[src/mem_pkg.sv]
/*
 * Memory access stage definitions
 * Line geometry, op codes, the two views of a format-C word,
 * control register numbers and the lane pick helper
 */
package mem_pkg;
	localparam int LANES   = 16;
	localparam int WORD_W  = 32;
	localparam int LINE_W  = 512;
	localparam int MASK_W  = 64;	// One bit per byte of a line
	localparam int STRANDS = 4;

	localparam logic [29:0] CORE_ID = 30'd0;

	localparam logic [3:0] OP_BYTE       = 4'd0;
	localparam logic [3:0] OP_BYTE_S     = 4'd1;
	localparam logic [3:0] OP_HALF       = 4'd2;
	localparam logic [3:0] OP_HALF_S     = 4'd3;
	localparam logic [3:0] OP_WORD       = 4'd4;
	localparam logic [3:0] OP_WORD_S     = 4'd5;
	localparam logic [3:0] OP_CTRL       = 4'd6;
	localparam logic [3:0] OP_BLOCK_LO   = 4'd7;
	localparam logic [3:0] OP_BLOCK_HI   = 4'd9;
	localparam logic [3:0] OP_STRIDED_LO = 4'd10;
	localparam logic [3:0] OP_STRIDED_HI = 4'd12;
	localparam logic [3:0] OP_SCATTER_LO = 4'd13;
	localparam logic [3:0] OP_SCATTER_HI = 4'd15;

	localparam logic [1:0] FMT_C = 2'b10;

	localparam logic [4:0] CR_STRAND_ID = 5'd0;
	localparam logic [4:0] CR_TEST      = 5'd7;
	localparam logic [4:0] CR_STRAND_EN = 5'd30;
	localparam logic [4:0] CR_HALT      = 5'd31;

	// Format-C word, seen as a memory op or as a control register transfer
	typedef union packed {
		struct packed {
			logic [1:0]  fmt;
			logic        is_load;
			logic [3:0]  op_type;
			logic [24:0] rest;
		} mem;
		struct packed {
			logic [1:0]  fmt;
			logic        is_read;
			logic [3:0]  op_type;
			logic [19:0] pad;
			logic [4:0]  cr_index;
		} cr;
	} instr_u;

	// Word N of a line, lane 0 being the most significant word
	function automatic logic [WORD_W-1:0] lane_pick(
		input logic [LINE_W-1:0] line,
		input logic [3:0]        lane
	);
		return line[(LANES - 1 - int'(lane)) * WORD_W +: WORD_W];
	endfunction
endpackage
[src/mem_addr_gen.sv]
/*
 * Memory address generation
 * Picks the pointer for scalar, block, strided and scatter/gather
 * accesses and forms the line address, cache lane and access strobe
 */
module mem_addr_gen (
	input  mem_pkg::instr_u              instruction_i,
	input  logic                         flush_i,
	input  logic [mem_pkg::LANES-1:0]    mask_i,
	input  logic [3:0]                   reg_lane_select_i,
	input  logic [mem_pkg::LINE_W-1:0]   result_i,
	input  logic [31:0]                  base_addr_i,
	input  logic [31:0]                  strided_offset_i,
	output logic [31:0]                  daddress_o,
	output logic [3:0]                   cache_lane_nxt_o,
	output logic                         daccess_o,
	output logic                         lane_active_o
);
	logic [3:0]  op;
	logic        is_fmt_c;
	logic        is_block;
	logic        is_strided;
	logic        is_scatter;
	logic [31:0] ptr;

	assign op         = instruction_i.mem.op_type;
	assign is_fmt_c   = instruction_i.mem.fmt == mem_pkg::FMT_C;
	assign is_block   = op inside {[mem_pkg::OP_BLOCK_LO:mem_pkg::OP_BLOCK_HI]};
	assign is_strided = op inside {[mem_pkg::OP_STRIDED_LO:mem_pkg::OP_STRIDED_HI]};
	assign is_scatter = op inside {[mem_pkg::OP_SCATTER_LO:mem_pkg::OP_SCATTER_HI]};

	always_comb
	begin
		if (is_strided)
			ptr = base_addr_i + strided_offset_i;
		else if (is_scatter)
			ptr = mem_pkg::lane_pick(result_i, reg_lane_select_i);
		else
			ptr = result_i[31:0];	// Scalar address or block base
	end

	assign daddress_o       = {ptr[31:6], 6'd0};
	assign cache_lane_nxt_o = ptr[5:2];

	// Lane 0 sits in the top mask bit
	assign lane_active_o = mask_i[~reg_lane_select_i];

	assign daccess_o = !flush_i && is_fmt_c
		&& (is_block || (op != mem_pkg::OP_CTRL && lane_active_o));
endmodule

[config.mk]
export PLATFORM = sky130hd
export DESIGN_NAME = mem_addr_gen
export DESIGN_NICKNAME = d
export VERILOG_FILES = /design/src/mem_pkg.sv /design/src/mem_addr_gen.sv
export SDC_FILE = /design/constraint.sdc
export NUM_CORES = 1
export LEC_CHECK = 0
export BUFFER_PORTS_ARGS = -buffer_cell sky130_fd_sc_hd__buf_4
export CAP_MARGIN = 40
export CORE_AREA = 5 5 254 256
export DETAILED_ROUTE_END_ITERATION = 6
export DIE_AREA = 0 0 259 261
export PLACE_DENSITY = 0.38
export SLEW_MARGIN = 5
export SYNTH_ARGS = -nofsm -noshare
export SYNTH_HDL_FRONTEND = slang
export SYNTH_SLANG_ARGS = --single-unit
[constraint.sdc]
create_clock -name vclk -period 1.75
set_input_delay 0 -clock vclk [all_inputs]
set_output_delay 0 -clock vclk [all_outputs]
set_load 0.01 [all_outputs]
==> run metrics, run 1 <==
Die Y-Extent 261 um; core footprint 62,270 um^2; Initial Util 9.917%; result of the run complete, but fails checks; Syn. warnings 0; WL final 55,090 um; num ports 667; total area of multi-input combinational cells 6656 um^2; critical path startpoint category primary input; hold_buf cts 0; data arrival time of the critical path 2.21 ns; global route overflow 0; number of setup violations in the final report 29; count of clock-net buffers in the final layout 0; area overhead of the layout relative to synthesis 135.8%; final hold slack 0.3461 ns; largest delay contributor family on the critical path compound AO/OA/AOI/OAI gates; synthesized area per cell 10.34 um^2; post-detailed-route count of antenna-violating nets 0; accumulated negative setup slack -7.321 ns; global-route total usage across every layer 15.15%; gp weighted congestion 0.8885; share of the synthesized area in the top cell type 51.05%; Achievable Freq 0.4526 GHz; top post-synthesis cells by area mux4_2 (51%), ha_1 (6.1%), mux2i_1 (3.7%); final critical-path setup slack -0.4596 ns; cell area after synthesis 6176 um^2; Hold Fails Final Rpt 0; Worst slew margin 40.32%; most common cell in the synthesized netlist mux4_2; final max-slew violation count 0; Die Footprint 67,600 um^2; endpoint kind of the worst setup timing path output pin; post-detail-place hpwl 48,990 um; Min Clock Period, post-route 2.210 ns; total iterations of the first detailed-routing run 4; type of the worst min-delay path primary input to output pin; peak ir drop on the vdd network 0.1408 mV; via count of the first global-routing pass 10,133; via total after detailed routing 9,053; via density per instance 4.089; wire length of the first global-routing pass 74,100 um; sequential cell area 0 um^2; critical path type primary input to output pin; flip-flop and latch count 0; number of placement rows 92; Worst path max stage delay 0.33 ns; master of the slowest instance on the critical path mux2_4; final std cell area, no fill 14,570 um^2; number of max-cap violations 0; Post-layout nets 2,027; count of filler cells inserted in the layout 6,843; routed len/inst 24.88 um; Max Fanout on Critical Path 3; pin count of the biggest net entering global routing 31; transition time at the pin with the least slew margin 0.8870 ns; Power Density 309.0 nW/um^2; post-route fraction of the period consumed by the critical path 126.3%; share of post-route cells with drive strength above 1 79.87%; Placed Area 13,190 um^2; unrepaired setup endpoints after global routing yes; number of DRC markers after the initial detailed-route iteration 332; Worst EP required 1.75 ns; violated checks negative setup slack; Residual DRC 0; leakage power 6.360 nW; number of antenna violations at the first check in global routing 14; synth unique cells 61; most frequent cells after synthesis mux4_2 (140), a21oi_1 (37), nand2_1 (37); Horiz. Die Dim 259 um; buffers added on ports 603; register area share after synthesis 0%; combined buffer and inverter count along the critical path 4; cell type with the largest total area after synthesis mux4_2; sequence of cells on the critical path buf_6, ha_4, nand4_1, a211oi_2, buf_4, nor3b_4, buf_4, a21oi_2, and3_4, mux2_4, o21ai_4, buf_6; cell count after synthesis 597
## cells by family (layout without fill, tap and decap cells)
family / count (synthesis) / after routing / share of synthesized area (%)
xor gates and xnor gates: 24 / 24 / 3.404
other: 1 / 8 / 0.06072
buffers and inverters: 72 / 836 / 6.139
adders and majority gates: 30 / 30 / 6.078
AOI/OAI and AO/OA: 177 / 177 / 18.68
muxes: 166 / 166 / 55.33
and+or+nand+nor: 127 / 127 / 10.31
## layout make-up
| type | count | area share, % |
|---|---|---|
| diodes | 2 | 0.03436 |
| inverters | 7 | 0.1804 |
| repair buffers | 829 | 46.82 |
| well taps | 846 | 7.267 |
| multi-input cells | 530 | 45.70 |
## per-layer routing
metal	track usage [%]	up-vias	wire length [um]
li1	-	4080	-
met5	0	-	82
met1	17.37	4413	21000
met4	2.863	12	1390
met3	3.847	58	4449
met2	28.61	490	28170
## power breakdown
part | internal, mW | leakage, nW | switching (mW)
clock | 0.000000154 | 0.0000127 | 0
sequential | 0 | 0 | 0
combinational | 2.63 | 6.36 | 1.87
## stage by stage
stage	instances	util (%)	setup WS [ns]	power [mW]
2_1_floorplan	602	-	-0.03492	1.645
3_3_place_gp	2178	21.19	-0.7640	4.013
3_5_place_dp	2178	21.19	-0.8127	4.025
4_1_cts	2205	22.82	-0.4853	4.439
5_1_grt	2213	23.38	-0.5896	4.816
6_report	2214	23.39	-0.4596	4.501
## placed cells by master (no fill, tap or decap), types with 7 or more instances in the layout
cell,n
nand2_1,35
nor2_1,23
a21oi_2,16
a22oi_2,11
xor2_1,7
o21ai_0,15
inv_1,7
mux2i_1,21
buf_4,748
nor3_1,10
a21oi_1,19
o21ai_4,8
nand4_1,9
a211oi_2,8
o21ai_2,13
buf_6,50
a21o_1,13
mux4_2,140
and3_1,8
ha_1,17
buf_8,7
a31oi_1,7
o21ai_1,12
ha_4,12
a22oi_1,7
o211ai_1,8
buf_12,16
## what timing repair did
action                     CTS  global route
setup buffers               23            15
cloned                       6             0
pin swaps                   44            48
setup endpoints to repair   31            31
gates resized for setup    153            57
## tightest hold or removal path: cells and delay by family
family	cells	cell delay, ns
AO/OA/AOI/OAI	2	0.14
buffers and inverters	2	0.21
## final timing paths
kind                            start              to  cells past startpoint
setup / recovery  strided_offset_i[2]  daddress_o[16]                     12
hold / removal           result_i[12]  daddress_o[12]                      4
Power figures use the tool's default switching activity.
==> inputs of run 2 (changes only) <==
--- a/config.mk
+++ b/config.mk
@@ -7,11 +7,10 @@
 export LEC_CHECK = 0
 export BUFFER_PORTS_ARGS = -buffer_cell sky130_fd_sc_hd__buf_4
 export CAP_MARGIN = 40
-export CORE_AREA = 5 5 254 256
+export CORE_AREA = 5 5 258 260
 export DETAILED_ROUTE_END_ITERATION = 6
-export DIE_AREA = 0 0 259 261
-export PLACE_DENSITY = 0.38
-export SLEW_MARGIN = 5
+export DIE_AREA = 0 0 263 265
+export PLACE_DENSITY = 0.37
 export SYNTH_ARGS = -nofsm -noshare
 export SYNTH_HDL_FRONTEND = slang
 export SYNTH_SLANG_ARGS = --single-unit
==> constraint.sdc (replaced) <==
create_clock -name vclk -period 2.6
set_input_delay 0 -clock vclk [all_inputs]
set_output_delay 0 -clock vclk [all_outputs]
set_load 0.01 [all_outputs]
==> run metrics, run 2 (synthesis gave the netlist of run 1 again) <==
post-detailed-route count of antenna-violating nets 0 (unchanged); endpoint kind of the worst setup timing path output pin; flip-flop and latch count 0 (unchanged); critical path type primary input to output pin; Worst path max stage delay 0.52 ns (+0.19 ns); Achievable Freq 0.4021 GHz; cell with the most instances on the worst path buf_4; global route overflow 0 (unchanged); final std cell area, no fill 12,210 um^2 (-16%); result of the run completed; share of post-route cells with drive strength above 1 68.96% (-11 points); post-detail-place hpwl 45,630 um (-6.9%); sequential cell area 0 um^2 (unchanged); via count of the first global-routing pass 9,302 (-8.2%); area overhead of the layout relative to synthesis 97.63%; Min Clock Period, post-route 2.487 ns; number of gates on the worst path with buffers counted 12 (unchanged); Initial Util 9.668% (-0.25 points); hold path depth 3 (-1); Hold Fails Final Rpt 0 (unchanged); commonest non-fill, non-tap cell in the layout buf_4; number of setup violations in the final report 0 (-100%); Post-layout nets 1,882 (-7.2%); core footprint 63,880 um^2 (+2.6%); final max-slew violation count 0 (unchanged); number of placement rows 93 (+1.1%); number of antenna violations at the first check in global routing 15 (+1); number of DRC markers after the initial detailed-route iteration 363 (+9.3%); wire length of the first global-routing pass 68,970 um (-6.9%); post-route fraction of the period consumed by the critical path 95.66%; num ports 667 (unchanged); critical path startpoint category primary input; type of the worst min-delay path primary input to output pin; peak ir drop on the vdd network 0.06001 mV (-57%); via total after detailed routing 8,311 (-8.2%); count of filler cells inserted in the layout 7,211 (+5.4%); Worst slew margin 54.47% (+14 points); post-layout total power 2.436 mW (-46%); final standard cell utilization of the core 19.11% (-4.3 points); Max Fanout on Critical Path 4 (+1); gp weighted congestion 0.8654 (-2.6%); data arrival time of the critical path 2.49 ns (+0.28 ns); number of max-cap violations 0 (unchanged); buffers added on ports 603 (unchanged); sequence of cells on the critical path buf_4, ha_1, nand4_1, buf_4, a21oi_2, buf_4, o211ai_1, o21ai_2, a41oi_2, or4_1, nand4_1, buf_4; Placed Area 12,100 um^2 (-8.3%); global-route total usage across every layer 13.31% (-1.8 points); leakage power 5.333 nW (-16%); final hold slack 0.3246 ns (-0.02154 ns); pin count of the biggest net entering global routing 43 (+39%); Worst EP required 2.60 ns (+0.85 ns); Residual DRC 0 (unchanged); via density per instance 4.000 (-2.2%); Die Footprint 69,700 um^2 (+3.1%); Die Y-Extent 265 um (+1.5%); unrepaired setup endpoints after global routing yes; Horiz. Die Dim 263 um (+1.5%); master of the slowest instance on the critical path or4_1; Power Density 199.6 nW/um^2 (-35%); count of clock-net buffers in the final layout 0 (unchanged); transition time at the pin with the least slew margin 0.6768 ns (-0.2102 ns); largest delay contributor family on the critical path compound AO/OA/AOI/OAI gates; total iterations of the first detailed-routing run 4 (unchanged); WL final 49,810 um (-9.6%); most used cells in the layout excluding fill and tap cells buf_4 (678), mux4_2 (140), nand2_1 (37); routed len/inst 23.97 um (-3.7%); combined buffer and inverter count along the critical path 4 (unchanged); hold_buf cts 0 (unchanged)
==> run 2: power by group <==
group | switching (mW) | internal (mW) | total (mW)
clock | 0 | 0.000000106 | 0.000000106
sequential | 0 | 0 | 0
combinational | 1.06 | 1.38 | 2.44
total | 1.06 | 1.38 | 2.44
==> run 2: stage by stage <==
stage	setup TNS, ns	setup slack [ns]	instances
2_1_floorplan	0	0.7337	602
3_5_place_dp	-0.1292	-0.09742	2072
6_report	0	0.1129	2078
3_3_place_gp	-0.1262	-0.1166	2071
4_1_cts	0	0.002050	2073
5_1_grt	-0.01785	-0.01785	2076
==> run 2: what timing repair did <==
| item | in CTS | in global routing |
|---|---|---|
| resized for setup | 0 | 12 |
| buffers inserted | 1 | 3 |
| setup endpoints to repair | 4 | 8 |
| pin swaps | 1 | 4 |
==> run 2: worst paths after layout <==
path	from	endpoint
worst max-delay path	base_addr_i[2]	daddress_o[31]
worst min-delay path	instruction_i[31]	daccess_o
==> run 2: area by class of cell <==
type,count,area [um^2],area share [%]
diodes,2,5.005,0.04100
inverters,7,26.28,0.2153
multi-input cells,530,5901,48.34
well taps,855,1070,8.765
repair buffers,684,5204,42.63
==> run 2: per-layer routing <==
layer | routed length, um | vias up | global-route usage (%)
li1 | - | 3787 | -
met1 | 18760 | 3996 | 14.89
met2 | 25060 | 462 | 24.46
met3 | 5133 | 44 | 5.569
met4 | 708 | 22 | 1.476
met5 | 145 | - | 0
