--- src/mem_pkg.sv ---
/*
 * Memory access stage definitions
 * Line geometry, op codes, the two views of a format-C word,
 * control register numbers and the lane pick helper
 */
package mem_pkg;
	localparam int LANES   = 16;
	localparam int WORD_W  = 32;
	localparam int LINE_W  = 512;
	localparam int MASK_W  = 64;	// One bit per byte of a line
	localparam int STRANDS = 4;

	localparam logic [29:0] CORE_ID = 30'd0;

	localparam logic [3:0] OP_BYTE       = 4'd0;
	localparam logic [3:0] OP_BYTE_S     = 4'd1;
	localparam logic [3:0] OP_HALF       = 4'd2;
	localparam logic [3:0] OP_HALF_S     = 4'd3;
	localparam logic [3:0] OP_WORD       = 4'd4;
	localparam logic [3:0] OP_WORD_S     = 4'd5;
	localparam logic [3:0] OP_CTRL       = 4'd6;
	localparam logic [3:0] OP_BLOCK_LO   = 4'd7;
	localparam logic [3:0] OP_BLOCK_HI   = 4'd9;
	localparam logic [3:0] OP_STRIDED_LO = 4'd10;
	localparam logic [3:0] OP_STRIDED_HI = 4'd12;
	localparam logic [3:0] OP_SCATTER_LO = 4'd13;
	localparam logic [3:0] OP_SCATTER_HI = 4'd15;

	localparam logic [1:0] FMT_C = 2'b10;

	localparam logic [4:0] CR_STRAND_ID = 5'd0;
	localparam logic [4:0] CR_TEST      = 5'd7;
	localparam logic [4:0] CR_STRAND_EN = 5'd30;
	localparam logic [4:0] CR_HALT      = 5'd31;

	// Format-C word, seen as a memory op or as a control register transfer
	typedef union packed {
		struct packed {
			logic [1:0]  fmt;
			logic        is_load;
			logic [3:0]  op_type;
			logic [24:0] rest;
		} mem;
		struct packed {
			logic [1:0]  fmt;
			logic        is_read;
			logic [3:0]  op_type;
			logic [19:0] pad;
			logic [4:0]  cr_index;
		} cr;
	} instr_u;

	// Word N of a line, lane 0 being the most significant word
	function automatic logic [WORD_W-1:0] lane_pick(
		input logic [LINE_W-1:0] line,
		input logic [3:0]        lane
	);
		return line[(LANES - 1 - int'(lane)) * WORD_W +: WORD_W];
	endfunction
endpackage
--- src/strand_ctrl.sv ---
/*
 * Strand control
 * Control registers, store-wait strand set and the rollback,
 * suspend and resume signals for a full store buffer
 */
module strand_ctrl (
	input  logic                          clk,
	input  logic                          rst_n_i,
	input  mem_pkg::instr_u               instruction_i,
	input  logic                          flush_i,
	input  logic [1:0]                    strand_id_i,
	input  logic [31:0]                   pc_i,
	input  logic [31:0]                   store_value_i,
	input  logic                          daccess_i,
	input  logic                          dstbuf_full_i,
	input  logic [mem_pkg::STRANDS-1:0]   load_complete_strands_i,
	output logic                          rollback_request_o,
	output logic [31:0]                   rollback_address_o,
	output logic                          suspend_request_o,
	output logic [mem_pkg::STRANDS-1:0]   resume_strand_o,
	output logic [mem_pkg::STRANDS-1:0]   strand_enable_o,
	output logic [31:0]                   test_reg_o
);
	logic                        is_cr_write;
	logic [mem_pkg::STRANDS-1:0] wait_set;

	assign is_cr_write = !flush_i && instruction_i.cr.fmt == mem_pkg::FMT_C
		&& instruction_i.cr.op_type == mem_pkg::OP_CTRL && !instruction_i.cr.is_read;

	// Store hit a full buffer, so replay it later
	assign rollback_request_o = daccess_i && !instruction_i.mem.is_load && dstbuf_full_i;
	assign suspend_request_o  = rollback_request_o;
	assign rollback_address_o = pc_i - 32'd4;
	assign resume_strand_o    = load_complete_strands_i | (dstbuf_full_i ? '0 : wait_set);

	always_ff @(posedge clk or negedge rst_n_i)
	begin
		if (!rst_n_i)
		begin
			test_reg_o      <= '0;
			strand_enable_o <= 4'b0001;	// Only strand 0 runs out of reset
		end
		else if (is_cr_write)
		begin
			case (instruction_i.cr.cr_index)
				mem_pkg::CR_TEST:      test_reg_o <= store_value_i;
				mem_pkg::CR_STRAND_EN: strand_enable_o <= store_value_i[mem_pkg::STRANDS-1:0];
				mem_pkg::CR_HALT:      strand_enable_o <= '0;
				default: ;
			endcase
		end
	end

	always_ff @(posedge clk or negedge rst_n_i)
	begin
		if (!rst_n_i)
			wait_set <= '0;
		else if (rollback_request_o)
			wait_set <= wait_set | (mem_pkg::STRANDS'(1) << strand_id_i);
		else if (!dstbuf_full_i)
			wait_set <= '0;	// Buffer drained
	end
endmodule

--- config.mk ---
export PLATFORM = sky130hd
export DESIGN_NAME = strand_ctrl
export DESIGN_NICKNAME = d
export VERILOG_FILES = /design/src/mem_pkg.sv /design/src/strand_ctrl.sv
export SDC_FILE = /design/constraint.sdc
export NUM_CORES = 1
export LEC_CHECK = 0
export BUFFER_PORTS_ARGS = -buffer_cell sky130_fd_sc_hd__buf_2
export CAP_MARGIN = 10
export CORE_ASPECT_RATIO = 0.6
export CORE_MARGIN = 10
export CORE_UTILIZATION = 38
export CTS_CLUSTER_SIZE = 28
export DETAILED_ROUTE_END_ITERATION = 8
export GPL_ROUTABILITY_DRIVEN = 0
export HOLD_SLACK_MARGIN = 0.06
export PLACE_DENSITY = 0.76
export SYNTH_ARGS = -nofsm -noshare
export SYNTH_HDL_FRONTEND = slang
export SYNTH_SLANG_ARGS = --single-unit
--- constraint.sdc ---
create_clock -name clk -period 1.6 [get_ports clk]
set_clock_uncertainty 0.1 [all_clocks]
set_input_delay 0.08 -clock clk [delete_from_list [all_inputs] [get_ports clk]]
set_output_delay 0.08 -clock clk [all_outputs]
set_load 0.005 [all_outputs]
==> results.yml, run 1 <==
routing:
  wl_mm: 9.00
  viasPerCell: 4.87
  vias: 2418
  wl_per_cell_um: 18.1
  drt_iter0_markers: 108
  ant_nets: 0
  drc_errors: 0
  drtPass1Iterations: 4
sta:
  worst_pin_slew_ns: 0.312
  setup_viol: 3
  setup_ws_ns: -0.0916
  slew_headroom: 0.791
  period_share: 1.06
  finalWorstPathRequiredPeriod_ns: 1.69
  slew_violations: 0
  max_freq_mhz: 591
  rsz0062_at_grt: "true"
  final-hold-violation-count: 0
worst_setup_path:
  worstSetupPathType: "in2out"
  reg2reg_to: "wait_set[0]"
  cp_slowest_cell: "or4_4"
  critPathMaxStageDelay_ns: 0.54
  worst-path-buf-inv: 2
  arrival_ns: 1.51
  cp_max_fo: 3
  r2r-start: "wait_set[0]"
  cp.required_ns: 1.42
  cp_cell_sequence: "buf_8 > or4_4 > or3_4 > nor4_4 > xor2_1 > buf_2"
  rr_worst_depth: 3
  path_depth: 6
  start_kind: "input port"
  critPathTopFamily: "simple AND/OR/NAND/NOR gates"
  r2r_slack_ns: 0.32
  endpoint_kind: "output port"
yosys:
  synth_ff_type: "dfrtp_1"
  synth_edf_count: 0
  synthCells: 197
  netlist.top_cell.by_area: "dfrtp_1"
  synthTopCellsByArea: "dfrtp_1, mux2_2, mux2_1"
  synth_area_mm2: 0.00226
  synth.yosys.seq_area_share: 0.443
  synth_top_area_frac: 0.432
  postSynth.asyncResetShare: 1.00
  synth.distinct_cells: 41
  synth_seq_cells: 40
  yosysWarnings: 0
  syn_area_per_cell_um2: 11.5
  synthesis.nets: 305
placement:
  port_buffers: 156
  dp_hpwl_mm: 6.47
  pre_cts_slack_ns: -0.174
  dp.cells: 445
job:
  drv_cap: 0
clock_tree:
  cts_tree: "done"
  clk_latency_ns: 0.28
  root_buffer: "clkbuf_8"
  cts_sinks: 40
  h-tree-depth: 2
  cts_inserted_buffers: 5
  cts_buffer_depth: 2
floorplanning:
  core_area_mm2: 0.00568
  io_pins: 181
  dieArea_mm2: 0.00954
  die_x_um: 120
  rows: 21
  start_util: 0.398
  die_h_um: 79.8
finish:
  layout.cells.non_filler: 497
  multiInputGateArea_mm2: 0.00134
  final_core_util: 0.705
  drive_gt1_frac: 0.576
  n_fill_cell: 445
  antenna_cells: 0
  final-seq-area_mm2: 0.00100
  synthToLayoutAreaGrowth_pct: 77.0
  final_nets: 524
hold_path:
  hold_class: "in2out"
  whs_endpoint: "rollback_address_o[0]"
  hp-start: "pc_i[0]"
  whs_path_depth: 0
global_routing:
  overflow: 0
  grt_max_degree: 41
  grt_pass1_vias: 2645
  grt_usage: 0.172
  grt_pass1_wl_mm: 13.4
  antenna_found_initial: 0
power:
  ir_drop_uv: 322
  powerDensity_mw_per_mm2: 540
  p_leak_nw: 2.23
status:
  status: "finished, violations left"
  violations: "setup timing"
cells in the final DEF (no fill, tap or decap), types with 3 or more instances in the layout:
| cell type | instances |
|---|---|
| nor2b_1 | 4 |
| mux2_2 | 19 |
| buf_8 | 3 |
| mux2_1 | 17 |
| nor2_1 | 8 |
| dfrtp_1 | 39 |
| buf_6 | 5 |
| inv_1 | 5 |
| xor2_1 | 19 |
| nand2_1 | 10 |
| nor3_1 | 6 |
| dlygate4sd3_1 | 38 |
| nor2_2 | 3 |
| buf_4 | 22 |
| clkbuf_8 | 5 |
| nor4_4 | 8 |
| a21o_1 | 4 |
| buf_2 | 150 |
| xnor2_1 | 6 |
report_power, final:
part / switching (mW) / internal, mW / total (mW) / leakage (nW)
logic: 0.206 / 0.264 / 0.470 / 1.63
clock network: 0.363 / 0.304 / 0.667 / 0.0479
registers: 0.00440 / 1.02 / 1.02 / 0.554
total: 0.573 / 1.59 / 2.16 / 2.23
repair_timing:
item	4_1_cts	5_1_grt
buffers inserted	2	4
pin swaps	3	9
gates cloned	0	0
hold buffers	38	0
setup endpoints to repair	13	18
hold endpoints to repair	78	0
resized for setup	13	35
worst max-delay path by stage:
stage,from,to,slack (ns)
2_1_floorplan,pc_i[2],rollback_address_o[12],0.10
3_3_place_gp,pc_i[2],rollback_address_o[28],-0.09
3_5_place_dp,pc_i[2],rollback_address_o[12],-0.17
4_1_cts,pc_i[28],rollback_address_o[31],-0.08
5_1_grt,pc_i[28],rollback_address_o[31],-0.14
6_report,pc_i[28],rollback_address_o[31],-0.09
flip-flops by register name, indices dropped and copies added (netlist names):
signal,cells
strand_enable_o,4
test_reg_o,32
wait_set,4
routing by layer:
metal	wire (um)	GRT usage	vias up	share of wire
li1	-	-	1129	-
met1	3480	0.185	1156	0.39
met2	4610	0.308	117	0.51
met3	763	0.0692	16	0.085
met4	143	0.0480	0	0.016
met5	0	0	-	0
cell type report:
| type | instances | area share |
|---|---|---|
| Sequential cell | 40 | 0.250 |
| Tap cell | 80 | 0.0250 |
| Timing Repair Buffer | 220 | 0.359 |
| Inverter | 7 | 0.00844 |
| Multi-Input combinational cell | 142 | 0.335 |
| Clock buffer | 5 | 0.0172 |
| Clock inverter | 3 | 0.00469 |
stage by stage:
step                setup TNS [ns]  total power [mW]  hold slack (ns)  cell area (um2)
global route                -0.667              2.26           0.0600             4000
global placement            -0.805              1.38          -0.0375             3270
CTS                        -0.0938              2.14           0.0601             3830
finish                      -0.161              2.16           0.0600             4000
detailed placement           -1.69              1.39          -0.0363             3270
floorplan                        0              1.14           -0.316             2260
cells in the mapped netlist, types with 2 or more instances:
| master | number |
|---|---|
| nor3_1 | 7 |
| nor4_2 | 4 |
| clkbuf_1 | 2 |
| and3_1 | 3 |
| buf_2 | 3 |
| buf_4 | 3 |
| dfrtp_1 | 39 |
| a21o_1 | 4 |
| xnor2_1 | 6 |
| nor4b_2 | 2 |
| nand2_1 | 12 |
| nand3_1 | 2 |
| nor2_1 | 11 |
| xor2_1 | 19 |
| or3_1 | 3 |
| mux2_1 | 17 |
| nand4_1 | 2 |
| o21ai_0 | 2 |
| nor4_4 | 2 |
| inv_1 | 7 |
| nor4_1 | 4 |
| o31ai_1 | 2 |
| nor2b_1 | 4 |
| mux2_2 | 19 |
| nor4bb_1 | 2 |
kinds of logic after synthesis:
group / Yosys count / synth area share
simple gates: 69 / 0.209
flops: 40 / 0.443
mux: 36 / 0.179
xor+xnor: 25 / 0.0968
buf+inv: 15 / 0.0315
compound gates: 11 / 0.0349
fa+ha+maj: 1 / 0.00553
No activity file was read; power rests on OpenSTA's default activity.
==> run 2: changes to the inputs <==
--- a/config.mk
+++ b/config.mk
@@ -5,7 +5,7 @@
 export SDC_FILE = /design/constraint.sdc
 export NUM_CORES = 1
 export LEC_CHECK = 0
-export BUFFER_PORTS_ARGS = -buffer_cell sky130_fd_sc_hd__buf_2
+export BUFFER_PORTS_ARGS = -buffer_cell sky130_fd_sc_hd__buf_4
 export CAP_MARGIN = 10
 export CORE_ASPECT_RATIO = 0.6
 export CORE_MARGIN = 10
==> results.yml, run 2 (synthesized netlist as in run 1, its figures left out) <==
floorplanning:
  die_h_um: 79.8
  die_x_um: 120
  dieArea_mm2: 0.00954
  rows: 21
  io_pins: 181
  start_util: 0.398
  core_area_mm2: 0.00568
routing:
  viasPerCell: 4.75
  ant_nets: 0
  vias: 2371
  drc_errors: 0
  wl_mm: 9.01
  wl_per_cell_um: 18.1
  drtPass1Iterations: 4
  drt_iter0_markers: 122
worst_setup_path:
  cp_max_fo: 3
  critPathMaxStageDelay_ns: 0.53
  worstSetupPathType: "in2out"
  cp_cell_sequence: "buf_6 > or4_4 > or2_1 > nor4_4 > xor2_1 > buf_4"
  start_kind: "input port"
  cp.required_ns: 1.42
  endpoint_kind: "output port"
  cp_slowest_cell: "or4_4"
  arrival_ns: 1.51
clock_tree:
  cts_buffer_depth: 2
  h-tree-depth: 2
  cts_inserted_buffers: 5
  clk_latency_ns: 0.29
  root_buffer: "clkbuf_8"
  cts_sinks: 40
  cts_tree: "done"
finish:
  mostFrequentLayoutCells: "buf_4, dfrtp_1, dlygate4sd3_1"
  final_common_cell: "buf_4"
  n_fill_cell: 387
  synthToLayoutAreaGrowth_pct: 91.5
  drive_gt1_frac: 0.567
  multiInputGateArea_mm2: 0.00131
  final_nets: 525
  biggestRegsByFlops: "test_reg_o: 32 flops, strand_enable_o: 4 flops, wait_set: 4 flops"
  final-seq-area_mm2: 0.00100
  largest_reg_flops: 32
  top_register: "test_reg_o"
power:
  p_leak_nw: 2.29
  powerDensity_mw_per_mm2: 515
  power_mw: 2.23
  ir_drop_uv: 413
global_routing:
  grt_pass1_vias: 2620
  grt_usage: 0.182
  overflow: 0
  grt_max_degree: 41
  grt_pass1_wl_mm: 14.0
  antenna_found_initial: 1
sta:
  worst_pin_slew_ns: 0.505
  setup_ws_ns: -0.0943
  finalWorstPathRequiredPeriod_ns: 1.69
  max_freq_mhz: 590
  rsz0062_at_grt: "true"
  setup_viol: 4
  slew_headroom: 0.664
  hold_ws_ns: 0.0600
  final-hold-violation-count: 0
  period_share: 1.06
  slew_violations: 0
status:
  status: "finished, violations left"
  violations: "setup timing"
placement:
  port_buffers: 156
  pre_cts_slack_ns: -0.171
  dp_hpwl_mm: 6.74
job:
  drv_cap: 0
hold_path:
  hold_class: "in2out"
==> run 2: cell types whose count changed in the layout (fill, tap and decap cells not counted), sizes merged <==
| cell | previous run | this run |
|---|---|---|
| diode | 0 | 1 |
| buf | 182 | 183 |
==> run 2: final cells by class <==
cell class,count,area share
Timing Repair Buffer,221,0.415
Multi-Input combinational cell,142,0.302
Sequential cell,40,0.232
Tap cell,80,0.0231
Clock buffer,5,0.0159
Inverter,7,0.00780
Clock inverter,3,0.00434
Antenna cell,1,0.000578
==> run 2: through the flow <==
stage / cells / setup TNS (ns) / instance area, um2 / util
4_1_cts: 495 / -0.141 / 4230 / 0.746
5_1_grt: 499 / -0.884 / 4330 / 0.763
2_1_floorplan: 197 / 0 / 2260 / -
3_5_place_dp: 447 / -1.29 / 3660 / 0.646
3_3_place_gp: 447 / -0.415 / 3660 / 0.646
6_report: 499 / -0.229 / 4330 / 0.763
==> run 2: worst paths after layout <==
path	startpoint	endpoint	slack, ns	cells past startpoint
worst max-delay path	pc_i[28]	rollback_address_o[30]	-0.09	6
worst min-delay path	pc_i[0]	rollback_address_o[0]	0.06	0
worst max register to register	wait_set[0]	wait_set[0]	0.32	3
worst min register to register	test_reg_o[8]	test_reg_o[8]	0.40	1
max in group asynchronous	rst_n_i	test_reg_o[11]	0.79	2
min in group asynchronous	rst_n_i	test_reg_o[29]	0.24	2
==> run 2: where the power goes <==
part / total, mW / internal [mW] / switching, mW
registers: 1.02 / 1.02 / 0.00441
logic: 0.543 / 0.338 / 0.205
clock network: 0.663 / 0.304 / 0.359
==> run 2: timing repair <==
item,CTS,global route
hold buffers,38,0
resized for setup,16,18
endpoints found under the hold margin,80,0
pin swaps,4,7
setup endpoints to repair,13,20
setup buffers,2,3
==> run 2: layer usage <==
layer / share of wire / vias up / GRT usage
met2: 0.51 / 96 / 0.324
met3: 0.093 / 8 / 0.0734
li1: - / 1137 / -
met4: 0.0064 / 0 / 0.0420
met5: 0 / - / 0
met1: 0.39 / 1130 / 0.202
==> run 2: critical path, delay by kind of cell <==
kind / cells / cell delay, ns
and+or+nand+nor: 3 / 1.04
buffers and inverters: 2 / 0.22
xor gates and xnor gates: 1 / 0.16
