### src/mem_pkg.sv
/*
 * Memory access stage definitions
 * Line geometry, op codes, the two views of a format-C word,
 * control register numbers and the lane pick helper
 */
package mem_pkg;
	localparam int LANES   = 16;
	localparam int WORD_W  = 32;
	localparam int LINE_W  = 512;
	localparam int MASK_W  = 64;	// One bit per byte of a line
	localparam int STRANDS = 4;

	localparam logic [29:0] CORE_ID = 30'd0;

	localparam logic [3:0] OP_BYTE       = 4'd0;
	localparam logic [3:0] OP_BYTE_S     = 4'd1;
	localparam logic [3:0] OP_HALF       = 4'd2;
	localparam logic [3:0] OP_HALF_S     = 4'd3;
	localparam logic [3:0] OP_WORD       = 4'd4;
	localparam logic [3:0] OP_WORD_S     = 4'd5;
	localparam logic [3:0] OP_CTRL       = 4'd6;
	localparam logic [3:0] OP_BLOCK_LO   = 4'd7;
	localparam logic [3:0] OP_BLOCK_HI   = 4'd9;
	localparam logic [3:0] OP_STRIDED_LO = 4'd10;
	localparam logic [3:0] OP_STRIDED_HI = 4'd12;
	localparam logic [3:0] OP_SCATTER_LO = 4'd13;
	localparam logic [3:0] OP_SCATTER_HI = 4'd15;

	localparam logic [1:0] FMT_C = 2'b10;

	localparam logic [4:0] CR_STRAND_ID = 5'd0;
	localparam logic [4:0] CR_TEST      = 5'd7;
	localparam logic [4:0] CR_STRAND_EN = 5'd30;
	localparam logic [4:0] CR_HALT      = 5'd31;

	// Format-C word, seen as a memory op or as a control register transfer
	typedef union packed {
		struct packed {
			logic [1:0]  fmt;
			logic        is_load;
			logic [3:0]  op_type;
			logic [24:0] rest;
		} mem;
		struct packed {
			logic [1:0]  fmt;
			logic        is_read;
			logic [3:0]  op_type;
			logic [19:0] pad;
			logic [4:0]  cr_index;
		} cr;
	} instr_u;

	// Word N of a line, lane 0 being the most significant word
	function automatic logic [WORD_W-1:0] lane_pick(
		input logic [LINE_W-1:0] line,
		input logic [3:0]        lane
	);
		return line[(LANES - 1 - int'(lane)) * WORD_W +: WORD_W];
	endfunction
endpackage
### src/mem_stage_reg.sv
/*
 * Memory stage output register
 * Picks the control register read value and registers the
 * stage results for writeback, cleared on flush
 */
module mem_stage_reg (
	input  logic                          clk,
	input  logic                          rst_n_i,
	input  logic                          flush_i,
	input  mem_pkg::instr_u               instruction_i,
	input  logic [1:0]                    strand_id_i,
	input  logic [31:0]                   pc_i,
	input  logic [mem_pkg::LINE_W-1:0]    result_i,
	input  logic [mem_pkg::LANES-1:0]     mask_i,
	input  logic [3:0]                    reg_lane_select_i,
	input  logic [3:0]                    cache_lane_nxt_i,
	input  logic                          daccess_i,
	input  logic                          has_writeback_i,
	input  logic [6:0]                    writeback_reg_i,
	input  logic                          writeback_is_vector_i,
	input  logic [31:0]                   strided_offset_i,
	input  logic [31:0]                   test_reg_i,
	input  logic [mem_pkg::STRANDS-1:0]   strand_enable_i,
	output logic [31:0]                   instruction_o,
	output logic [1:0]                    strand_id_o,
	output logic [31:0]                   pc_o,
	output logic [mem_pkg::LINE_W-1:0]    result_o,
	output logic [mem_pkg::LANES-1:0]     mask_o,
	output logic [3:0]                    reg_lane_select_o,
	output logic [3:0]                    cache_lane_select_o,
	output logic                          was_access_o,
	output logic                          has_writeback_o,
	output logic [6:0]                    writeback_reg_o,
	output logic                          writeback_is_vector_o,
	output logic [31:0]                   strided_offset_o
);
	logic                       is_cr_read;
	logic [mem_pkg::LINE_W-1:0] result_nxt;

	assign is_cr_read = instruction_i.cr.fmt == mem_pkg::FMT_C
		&& instruction_i.cr.op_type == mem_pkg::OP_CTRL && instruction_i.cr.is_read;

	always_comb
	begin
		result_nxt = result_i;
		if (is_cr_read)
		begin
			result_nxt = '0;
			case (instruction_i.cr.cr_index)
				mem_pkg::CR_STRAND_ID: result_nxt[31:0] = {mem_pkg::CORE_ID, strand_id_i};
				mem_pkg::CR_TEST:      result_nxt[31:0] = test_reg_i;
				mem_pkg::CR_STRAND_EN: result_nxt[mem_pkg::STRANDS-1:0] = strand_enable_i;
				default: ;	// Unknown registers read as zero
			endcase
		end
	end

	always_ff @(posedge clk or negedge rst_n_i)
	begin
		if (!rst_n_i)
		begin
			instruction_o         <= '0;
			strand_id_o           <= '0;
			pc_o                  <= '0;
			result_o              <= '0;
			mask_o                <= '0;
			reg_lane_select_o     <= '0;
			cache_lane_select_o   <= '0;
			was_access_o          <= 1'b0;
			has_writeback_o       <= 1'b0;
			writeback_reg_o       <= '0;
			writeback_is_vector_o <= 1'b0;
			strided_offset_o      <= '0;
		end
		else if (flush_i)
		begin
			instruction_o         <= '0;
			strand_id_o           <= '0;
			pc_o                  <= '0;
			result_o              <= '0;
			mask_o                <= '0;
			reg_lane_select_o     <= '0;
			cache_lane_select_o   <= '0;
			was_access_o          <= 1'b0;
			has_writeback_o       <= 1'b0;
			writeback_reg_o       <= '0;
			writeback_is_vector_o <= 1'b0;
			strided_offset_o      <= '0;
		end
		else
		begin
			instruction_o         <= instruction_i;
			strand_id_o           <= strand_id_i;
			pc_o                  <= pc_i;
			result_o              <= result_nxt;
			mask_o                <= mask_i;
			reg_lane_select_o     <= reg_lane_select_i;
			cache_lane_select_o   <= cache_lane_nxt_i;
			was_access_o          <= daccess_i;
			has_writeback_o       <= has_writeback_i;
			writeback_reg_o       <= writeback_reg_i;
			writeback_is_vector_o <= writeback_is_vector_i;
			strided_offset_o      <= strided_offset_i;
		end
	end
endmodule

### config.mk
export PLATFORM = sky130hd
export DESIGN_NAME = mem_stage_reg
export DESIGN_NICKNAME = d
export VERILOG_FILES = /design/src/mem_pkg.sv /design/src/mem_stage_reg.sv
export SDC_FILE = /design/constraint.sdc
export NUM_CORES = 1
export LEC_CHECK = 0
export BUFFER_PORTS_ARGS = -buffer_cell sky130_fd_sc_hd__buf_2
export CAP_MARGIN = 0
export CORE_AREA = 4 4 513 515
export CTS_CLUSTER_DIAMETER = 30
export CTS_CLUSTER_SIZE = 12
export DETAILED_ROUTE_END_ITERATION = 7
export DIE_AREA = 0 0 517 519
export GPL_TIMING_DRIVEN = 1
export MAX_ROUTING_LAYER = met4
export PLACE_DENSITY_LB_ADDON = 0.1
export SYNTH_ARGS = -nofsm -noshare
export SYNTH_HDL_FRONTEND = slang
export SYNTH_SLANG_ARGS = --single-unit
### constraint.sdc
create_clock -name clk -period 0.8 [get_ports clk]
set_input_delay 0.12 -clock clk [delete_from_list [all_inputs] [get_ports clk]]
set_output_delay 0.12 -clock clk [all_outputs]
set_load 0.03 [all_outputs]
==> results.py, run 1 <==
metrics = {
    "detailed_routing": {
        "drtAntennaViolNets": 0,
        "routed_wl_mm": 166,
        "vias": 22251,
        "dr.pass1.iters": 4,
        "routedWlPerCell_um": 21.2,
        "post-route-drc-count": 0,
        "drt-vias-per-instance": 2.85,
        "drt-initial-drc-count": 507,
    },
    "timing": {
        "holdWs_ps": -364,
        "hold_viol": 1,
        "post-route-min-period_ps": 1650,
        "timing.fmax_mhz": 605,
        "finalSetupViolations": 1570,
        "slew-limit-headroom_pct": 61.2,
        "fin_ws_ps": -853,
        "slew_violations": 0,
        "rsz0062_at_grt": "yes",
        "worstMarginPinSlew_ps": 580,
        "period_share_pct": 207,
    },
    "finish": {
        "ff_latch_area_um2": 16100,
        "final_area_um2": 59300,
        "drive_gt1_share_pct": 52.4,
        "nNetsFinal": 4881,
        "multi_input_area_um2": 5200,
        "syn_to_final_growth_pct": 187,
        "fill_cells": 27883,
    },
    "clock_network": {
        "root_buffer": "clkbuf_16",
        "clockBufferDepth": 4,
        "cts_tree": "built",
        "clk_pin_slew_ps": 40,
        "cts_sinks": 644,
        "cts_max_level": 4,
        "cts_made_buffers": 237,
    },
    "critical_path": {
        "cp-start-kind": "register",
        "crit_type": "register to output pin",
        "path_max_fanout": 1,
        "end_kind": "output pin",
        "required_ps": 680,
        "cp.arrival_ps": 1530,
    },
    "synthesis": {
        "syn_area_um2": 20700,
        "yosysSeqAreaShare_pct": 78.0,
        "ys.warnings.count": 0,
        "synthDistinctLibCells": 19,
        "syn_nets": 2063,
        "syn_inst": 1380,
        "syn_avg_cell_area_um2": 15.0,
        "ys_ff_latch": 644,
    },
    "pwr": {
        "power_density_nw_per_um2": 2380,
        "total_leakage_power_nw": 27.7,
        "sw_frac_of_total_pct": 25.1,
        "p_clk_share_pct": 59.9,
        "vdd_ir_drop_max_uv": 1640,
        "p_switching_mw": 35.4,
        "power_frac_comb_pct": 14.9,
        "internal_power_mw": 106,
        "seq_power_share_pct": 25.1,
    },
    "global_routing": {
        "grt-ovfl-total": 0,
        "grt_max_degree": 64,
        "antenna_found_initial": 72,
        "grt_pass1_wl_mm": 210,
        "grt_pass1_vias": 25299,
        "grt_usage_pct": 11.7,
    },
    "die": {
        "die-height_um": 519,
        "fp.dieW_um": 517,
        "initial_utilization_pct": 7.98,
        "rows": 187,
        "coreArea_um2": 259000,
        "die_area_um2": 268000,
        "top_level_ports": 1327,
    },
    "place": {
        "gp_congestion": 0.771,
        "dp_hpwl_mm": 124,
        "place_ws_ps": -1130,
        "dpl-instance-area_um2": 33600,
        "port_buffers": 1326,
    },
    "worst_hold_path": {
        "min_path_type": "primary input to register",
    },
    "outcome": {
        "status": "finished, violations left",
        "failed_checks": "hold timing, setup timing",
    },
    "job": {
        "drv_cap": 0,
    },
}
-- flip-flops by register name (all words and copies together) (netlist names) --
signal / count
mask_o: 16
writeback_is_vector_o: 1
writeback_reg_o: 7
instruction_o: 32
strand_id_o: 2
result_o: 512
has_writeback_o: 1
was_access_o: 1
reg_lane_select_o: 4
cache_lane_select_o: 4
pc_o: 32
strided_offset_o: 32
-- cells in the final DEF (no fill, tap or decap), types with 2 or more instances in the layout --
master / instances
buf_12: 110
a22o_1: 34
buf_2: 678
inv_6: 4
nor2_1: 2
nand4_1: 3
clkbuf_1: 59
buf_4: 56
clkinv_16: 4
buf_6: 604
clkbuf_16: 278
diode_2: 48
dfrtp_2: 23
clkbuf_8: 65
bufinv_16: 2
dlygate4sd3_1: 1107
buf_16: 26
and3_1: 2
buf_8: 31
and2_1: 112
a221o_1: 2
nor2b_1: 132
dfrtp_1: 621
clkinv_2: 37
and2_4: 368
-- synthesized netlist by cell type --
master    instances  area [um2]
clkbuf_1         66         248
a221o_1           2        20.0
and4_1            1        8.76
nor2b_1         132         826
nand4_1           3        18.8
nor3_1            1        5.00
and2_1          480        3000
and3_1            2        12.5
a22o_1           34         298
nor2_1            2        7.51
buf_4             2        15.0
nor4b_2           1        15.0
nand2_1           1        3.75
dfrtp_1         644       16100
nor2_4            1        11.3
a41oi_2           1        16.3
a31oi_1           1        6.26
buf_2             5        25.0
or2_2             1        6.26
-- power groups by stage --
stage | sequential (mW) | combinational (mW) | clock, mW
finish | 35.5 | 21.1 | 84.7
global route | 35.6 | 22.6 | 89.1
CTS | 35.5 | 19.6 | 87.2
detailed placement | 35.5 | 12.5 | 0
global placement | 35.6 | 12.6 | 0
floorplan | 38.8 | 1.56 | 0
-- logic make-up (layout without fill, tap and decap cells) --
kind of cell    Yosys count  after routing  share of synthesized area (%)
compound gates           38             38                           1.65
flops                   644            644                           78.0
other cells               0             48                              0
simple gates            625            625                           19.0
buf+inv                  73           3063                           1.39
-- worst max-delay path, cell delays in order (launching register included) --
cell and delay [ps]:
dfrtp_1 400, buf_12 150, buf_12 140
-- repair_timing --
| item | 4_1_cts | 5_1_grt |
|---|---|---|
| endpoints found under the setup margin | 1152 | 1921 |
| pin swaps | 30 | 354 |
| hold endpoints to repair | 1288 | 64 |
| hold buffers | 1107 | 2 |
| setup buffers | 6 | 26 |
| resized for setup | 1255 | 434 |
| gates cloned | 12 | 58 |
-- final timing paths --
check | start | endpoint | slack, ps | cells past startpoint
setup / recovery | result_o[208] | result_o[208] | -850 | 2
hold / removal | instruction_i[26] | instruction_o[26] | -360 | 2
max in group asynchronous | rst_n_i | result_o[316] | -390 | 6
min in group asynchronous | rst_n_i | result_o[151] | 10 | 4
-- metal layers --
layer | global-route usage, % | vias to the layer above | share of wire, % | wire [um]
met5 | - | - | 0 | 0
met4 | 3.70 | 0 | 2.5 | 4100
met3 | 6.70 | 252 | 13 | 21600
met2 | 18.4 | 1157 | 47 | 77300
met1 | 12.3 | 10745 | 38 | 62800
li1 | - | 10097 | - | -
-- cell type report --
| cell class | instances | share of cell area (%) |
|---|---|---|
| diodes | 48 | 0.203 |
| clock buffers | 362 | 11.9 |
| well taps | 3402 | 7.18 |
| flip-flops and latches | 644 | 27.2 |
| clock inverters | 49 | 0.736 |
| repair buffers | 2652 | 44.0 |
| multi-input cells | 663 | 8.77 |
-- metrics by stage --
stage	power, mW	instances	util, %	setup TNS [ps]
2_1_floorplan	40.4	1380	-	-216570
3_3_place_gp	48.2	6156	13.0	-572170
3_5_place_dp	48.1	6156	13.0	-575300
4_1_cts	142	7691	21.8	-920400
5_1_grt	147	7809	22.9	-776300
6_report	141	7820	22.9	-741080
Power figures use the tool's default switching activity.
==> inputs of run 2 (changes only) <==
==> constraint.sdc (replaced) <==
create_clock -name clk -period 0.8 [get_ports clk]
set_input_delay 0 -clock clk [delete_from_list [all_inputs] [get_ports clk]]
set_output_delay 0 -clock clk [all_outputs]
set_load 0.03 [all_outputs]
==> results.py, run 2 (synthesized netlist as in run 1, its figures left out) <==
metrics = {
    "outcome": {
        "status": "finished, violations left",
        "failed_checks": "hold timing, setup timing",
    },
    "finish": {
        "nNetsFinal": 4965,
        "largest_register_ff_count": 512,
        "stdcell_count": 7916,
        "regMostFlops": "result_o",
        "drive_gt1_share_pct": 41.2,
        "mostFrequentLayoutCell": "dlygate4sd3_1",
        "layout_common_cells": "1,308 x dlygate4sd3_1, 680 x buf_2, 634 x buf_6",
        "syn_to_final_growth_pct": 181,
        "final_util_pct": 22.5,
        "final_area_um2": 58100,
    },
    "global_routing": {
        "grt_pass1_wl_mm": 215,
        "grt_max_degree": 68,
        "grt-ovfl-total": 0,
        "use_met2_pct": 18.1,
        "met3_usage_pct": 5.50,
        "grt_usage_pct": 11.8,
        "antenna_found_initial": 49,
        "grt_busiest_layer": "met2",
        "grt_pass1_vias": 26301,
        "global_route.usage.met1_pct": 13.7,
    },
    "detailed_routing": {
        "vias": 22672,
        "routedWlPerCell_um": 20.0,
        "post-route-drc-count": 0,
        "drtAntennaViolNets": 0,
        "drt-initial-drc-count": 694,
        "dr.pass1.iters": 4,
        "routed_wl_mm": 159,
        "drt-vias-per-instance": 2.86,
    },
    "place": {
        "gp_congestion": 0.857,
        "placed_cells": 6129,
        "port_buffers": 1326,
        "dpl-instance-area_um2": 32600,
        "dp_hpwl_mm": 126,
    },
    "timing": {
        "finalSetupViolations": 672,
        "slew-limit-headroom_pct": 54.6,
        "hold_viol": 455,
        "period_share_pct": 194,
        "fin_ws_ps": -755,
        "tns_ps": -346520,
        "timing.fmax_mhz": 643,
        "rsz0062_at_grt": "yes",
        "post-route-min-period_ps": 1560,
        "worstMarginPinSlew_ps": 679,
        "holdWs_ps": -244,
        "slew_violations": 0,
    },
    "die": {
        "top_level_ports": 1327,
        "die_area_um2": 268000,
        "rows": 187,
        "die-height_um": 519,
        "initial_utilization_pct": 7.98,
        "coreArea_um2": 259000,
        "fp.dieW_um": 517,
    },
    "clock_network": {
        "cts_max_level": 4,
        "root_buffer": "clkbuf_16",
        "clk_pin_slew_ps": 40,
        "cts_made_buffers": 243,
        "clockBufferDepth": 4,
        "cts_sinks": 644,
        "cts_tree": "built",
    },
    "critical_path": {
        "cp-start-kind": "register",
        "cp.arrival_ps": 1560,
        "crit_type": "register to output pin",
        "path_cells": "buf_12, buf_8",
        "required_ps": 800,
        "slowest_delay_ps": 400,
        "crit_path_top_delay_cell": "dfrtp_1",
        "path_max_fanout": 1,
        "end_kind": "output pin",
    },
    "pwr": {
        "sw_frac_of_total_pct": 24.3,
        "power_density_nw_per_um2": 2540,
        "internal_power_mw": 112,
        "total_leakage_power_nw": 26.9,
        "seq_power_share_pct": 24.0,
        "p_clk_share_pct": 63.1,
        "power_mw": 148,
        "power_frac_comb_pct": 12.9,
        "vdd_ir_drop_max_uv": 1730,
        "p_switching_mw": 35.9,
    },
    "worst_hold_path": {
        "min_to": "result_o[307]",
        "min-delay-start": "flush_i",
        "min_path_cells": 4,
        "min_path_type": "primary input to register",
    },
    "job": {
        "drv_cap": 0,
    },
}
run 2: metal layers:
metal  up-vias  share of wire [%]  routed length, um
met5         -                  0                  0
met4         0                2.6               4080
met2      1158                 45              71000
met3       255                 12              19000
met1     11018                 41              64500
li1      10241                  -                  -
run 2: area by class of cell:
class,instances,area (um2)
clock buffer,360,7250
sequential,644,16100
tap,3402,4260
clock inverter,82,1030
timing repair buffer,2730,25000
multi-input combinational,663,4300
antenna,35,87.6
fill,28053,201000
run 2: power by group through the flow:
stage,logic [mW],registers (mW),clock network [mW]
final,19.0,35.5,93.2
after global routing,20.4,35.6,97.9
after CTS,19.5,35.5,95.7
after detailed placement,12.0,35.5,0
after global placement,12.1,35.5,0
after floorplan,1.54,38.8,0
run 2: stage by stage:
stage / hold slack [ps] / setup WS (ps)
global placement: 156 / -1160
CTS: -347 / -893
detailed placement: 158 / -1150
floorplan: -296 / -307
finish: -244 / -755
global route: -300 / -872
run 2: what timing repair did:
item	in CTS	in global routing
setup endpoints to repair	657	690
hold buffers	1308	5
pin swaps	1	0
setup buffers	1	0
resized for setup	1296	9
endpoints found under the hold margin	1288	730
run 2: worst max-delay path, delay by kind of cell (launching register included):
family,cells,cell delay [ps]
DFF,1,400
buffers and inverters,2,280
run 2: how the worst max path moves through the flow:
stage | from | cells past startpoint | to
6_report | result_o[5] | 2 | result_o[5]
5_1_grt | result_o[8] | 2 | result_o[8]
4_1_cts | result_o[8] | 2 | result_o[8]
3_5_place_dp | instruction_i[28] | 8 | result_o[3]
3_3_place_gp | instruction_i[28] | 8 | result_o[1]
2_1_floorplan | instruction_i[28] | 5 | result_o[431]
==> inputs of run 3 (changes only) <==
--- a/config.mk
+++ b/config.mk
@@ -7,11 +7,11 @@
 export LEC_CHECK = 0
 export BUFFER_PORTS_ARGS = -buffer_cell sky130_fd_sc_hd__buf_2
 export CAP_MARGIN = 0
-export CORE_AREA = 4 4 513 515
-export CTS_CLUSTER_DIAMETER = 30
+export CORE_AREA = 4 4 510 512
+export CTS_CLUSTER_DIAMETER = 50
 export CTS_CLUSTER_SIZE = 12
 export DETAILED_ROUTE_END_ITERATION = 7
-export DIE_AREA = 0 0 517 519
+export DIE_AREA = 0 0 514 516
 export GPL_TIMING_DRIVEN = 1
 export MAX_ROUTING_LAYER = met4
 export PLACE_DENSITY_LB_ADDON = 0.1
==> results.py, run 3 (synthesized netlist as in run 1, its figures left out) <==
metrics = {
    "die": {
        "top_level_ports": 1327,
        "coreArea_um2": 256000,
        "rows": 186,
        "die_area_um2": 265000,
        "fp.dieW_um": 514,
        "die-height_um": 516,
        "initial_utilization_pct": 8.08,
    },
    "finish": {
        "largest_register_ff_count": 512,
        "mostFrequentLayoutCell": "dlygate4sd3_1",
        "final_util_pct": 21.3,
        "syn_to_final_growth_pct": 164,
        "layout_common_cells": "1,199 x dlygate4sd3_1, 678 x buf_2, 628 x dfrtp_1",
        "fill_cells": 27929,
        "regMostFlops": "result_o",
        "drive_gt1_share_pct": 40.9,
        "nNetsFinal": 4805,
    },
    "outcome": {
        "status": "finished, violations left",
        "failed_checks": "hold timing, setup timing",
    },
    "critical_path": {
        "cp-start-kind": "register",
        "cp.arrival_ps": 1440,
        "end_kind": "output pin",
        "required_ps": 800,
        "crit_type": "register to output pin",
        "path_max_fanout": 1,
    },
    "timing": {
        "hold_viol": 32,
        "timing.fmax_mhz": 693,
        "finalSetupViolations": 872,
        "fin_ws_ps": -642,
        "rsz0062_at_grt": "yes",
        "post-route-min-period_ps": 1440,
        "holdWs_ps": -184,
        "slew_violations": 0,
        "tns_ps": -341390,
        "worstMarginPinSlew_ps": 591,
        "period_share_pct": 180,
        "slew-limit-headroom_pct": 60.5,
    },
    "clock_network": {
        "cts_tree": "built",
        "cts_sinks": 644,
        "cts_max_level": 4,
        "clk_pin_slew_ps": 50,
        "clockBufferDepth": 3,
        "root_buffer": "clkbuf_16",
        "cts_made_buffers": 141,
    },
    "detailed_routing": {
        "routedWlPerCell_um": 21.2,
        "drtAntennaViolNets": 0,
        "vias": 21691,
        "drt-vias-per-instance": 2.82,
        "post-route-drc-count": 0,
        "routed_wl_mm": 163,
        "dr.pass1.iters": 4,
        "drt-initial-drc-count": 657,
    },
    "pwr": {
        "vdd_ir_drop_max_uv": 1890,
        "power_density_nw_per_um2": 2150,
        "total_leakage_power_nw": 25.1,
    },
    "global_routing": {
        "grt-ovfl-total": 0,
        "grt_pass1_wl_mm": 216,
        "grt_pass1_vias": 24683,
        "antenna_found_initial": 90,
        "grt_usage_pct": 12.3,
        "grt_max_degree": 89,
    },
    "place": {
        "place_ws_ps": -1120,
        "port_buffers": 1326,
        "gp_congestion": 0.768,
        "dp_hpwl_mm": 133,
    },
    "worst_hold_path": {
        "min_path_cells": 4,
        "min-delay-start": "flush_i",
        "min_path_type": "primary input to register",
        "min_to": "result_o[142]",
    },
    "job": {
        "drv_cap": 0,
    },
}
## run 3: changes by cell type in the layout (fill, tap and decap cells not counted), moves of 27 or more
cell / change
buf_4: +39
clkbuf_8: -49
clkbuf_16: -98
diode_2: +28
clkinv_2: -30
clkbuf_1: -27
dlygate4sd3_1: -109
## run 3: worst max path at each step
stage	start	end	slack, ps	cells after the start
floorplan	instruction_i[28]	result_o[431]	-310	5
global placement	instruction_i[28]	result_o[7]	-1120	8
detailed placement	instruction_i[28]	result_o[6]	-1120	8
CTS	result_o[254]	result_o[254]	-770	2
global route	result_o[254]	result_o[254]	-750	2
finish	result_o[464]	result_o[464]	-640	2
## run 3: layout make-up
class                   count  area, um2  area share [%]
repair buffers           2672      24600            45.1
well taps                3384       4230            7.77
clock inverters            71       1070            1.96
clock buffers             185       4000            7.34
flip-flops and latches    644      16100            29.6
diodes                     63        158           0.289
multi-input cells         663       4300            7.89
## run 3: timing repair
item,in CTS,in global routing
endpoints found under the hold margin,1288,195
resized for setup,1296,10
cloned,0,1
hold buffers,1202,13
pin swaps,4,8
setup endpoints to repair,676,1315
buffers inserted,2,2
## run 3: per-layer routing
layer	vias to the layer above	part of all wire, %	global-route usage [%]
li1	9894	-	-
met1	10431	40	13.8
met2	1127	46	19.2
met3	239	11	5.89
met4	0	3.0	4.07
met5	-	0	-
## run 3: power by group
group | leakage, nW | internal [mW] | switching [mW]
clock | 2.46 | 40.9 | 21.7
sequential | 8.28 | 34.4 | 0.968
combinational | 14.3 | 9.86 | 9.11
total | 25.1 | 85.1 | 31.7
## run 3: critical path, cell delays in order (launching register included)
cell and delay [ps]:
dfrtp_1 390, buf_12 140, buf_12 130
## run 3: metrics by stage
step                cell area, um2  instances  power [mW]
floorplan                    20800       1380        40.4
global placement             33000       6154        47.7
detailed placement           33000       6154        47.6
CTS                          54200       7611         120
global route                 54400       7655         122
finish                       54500       7682         117
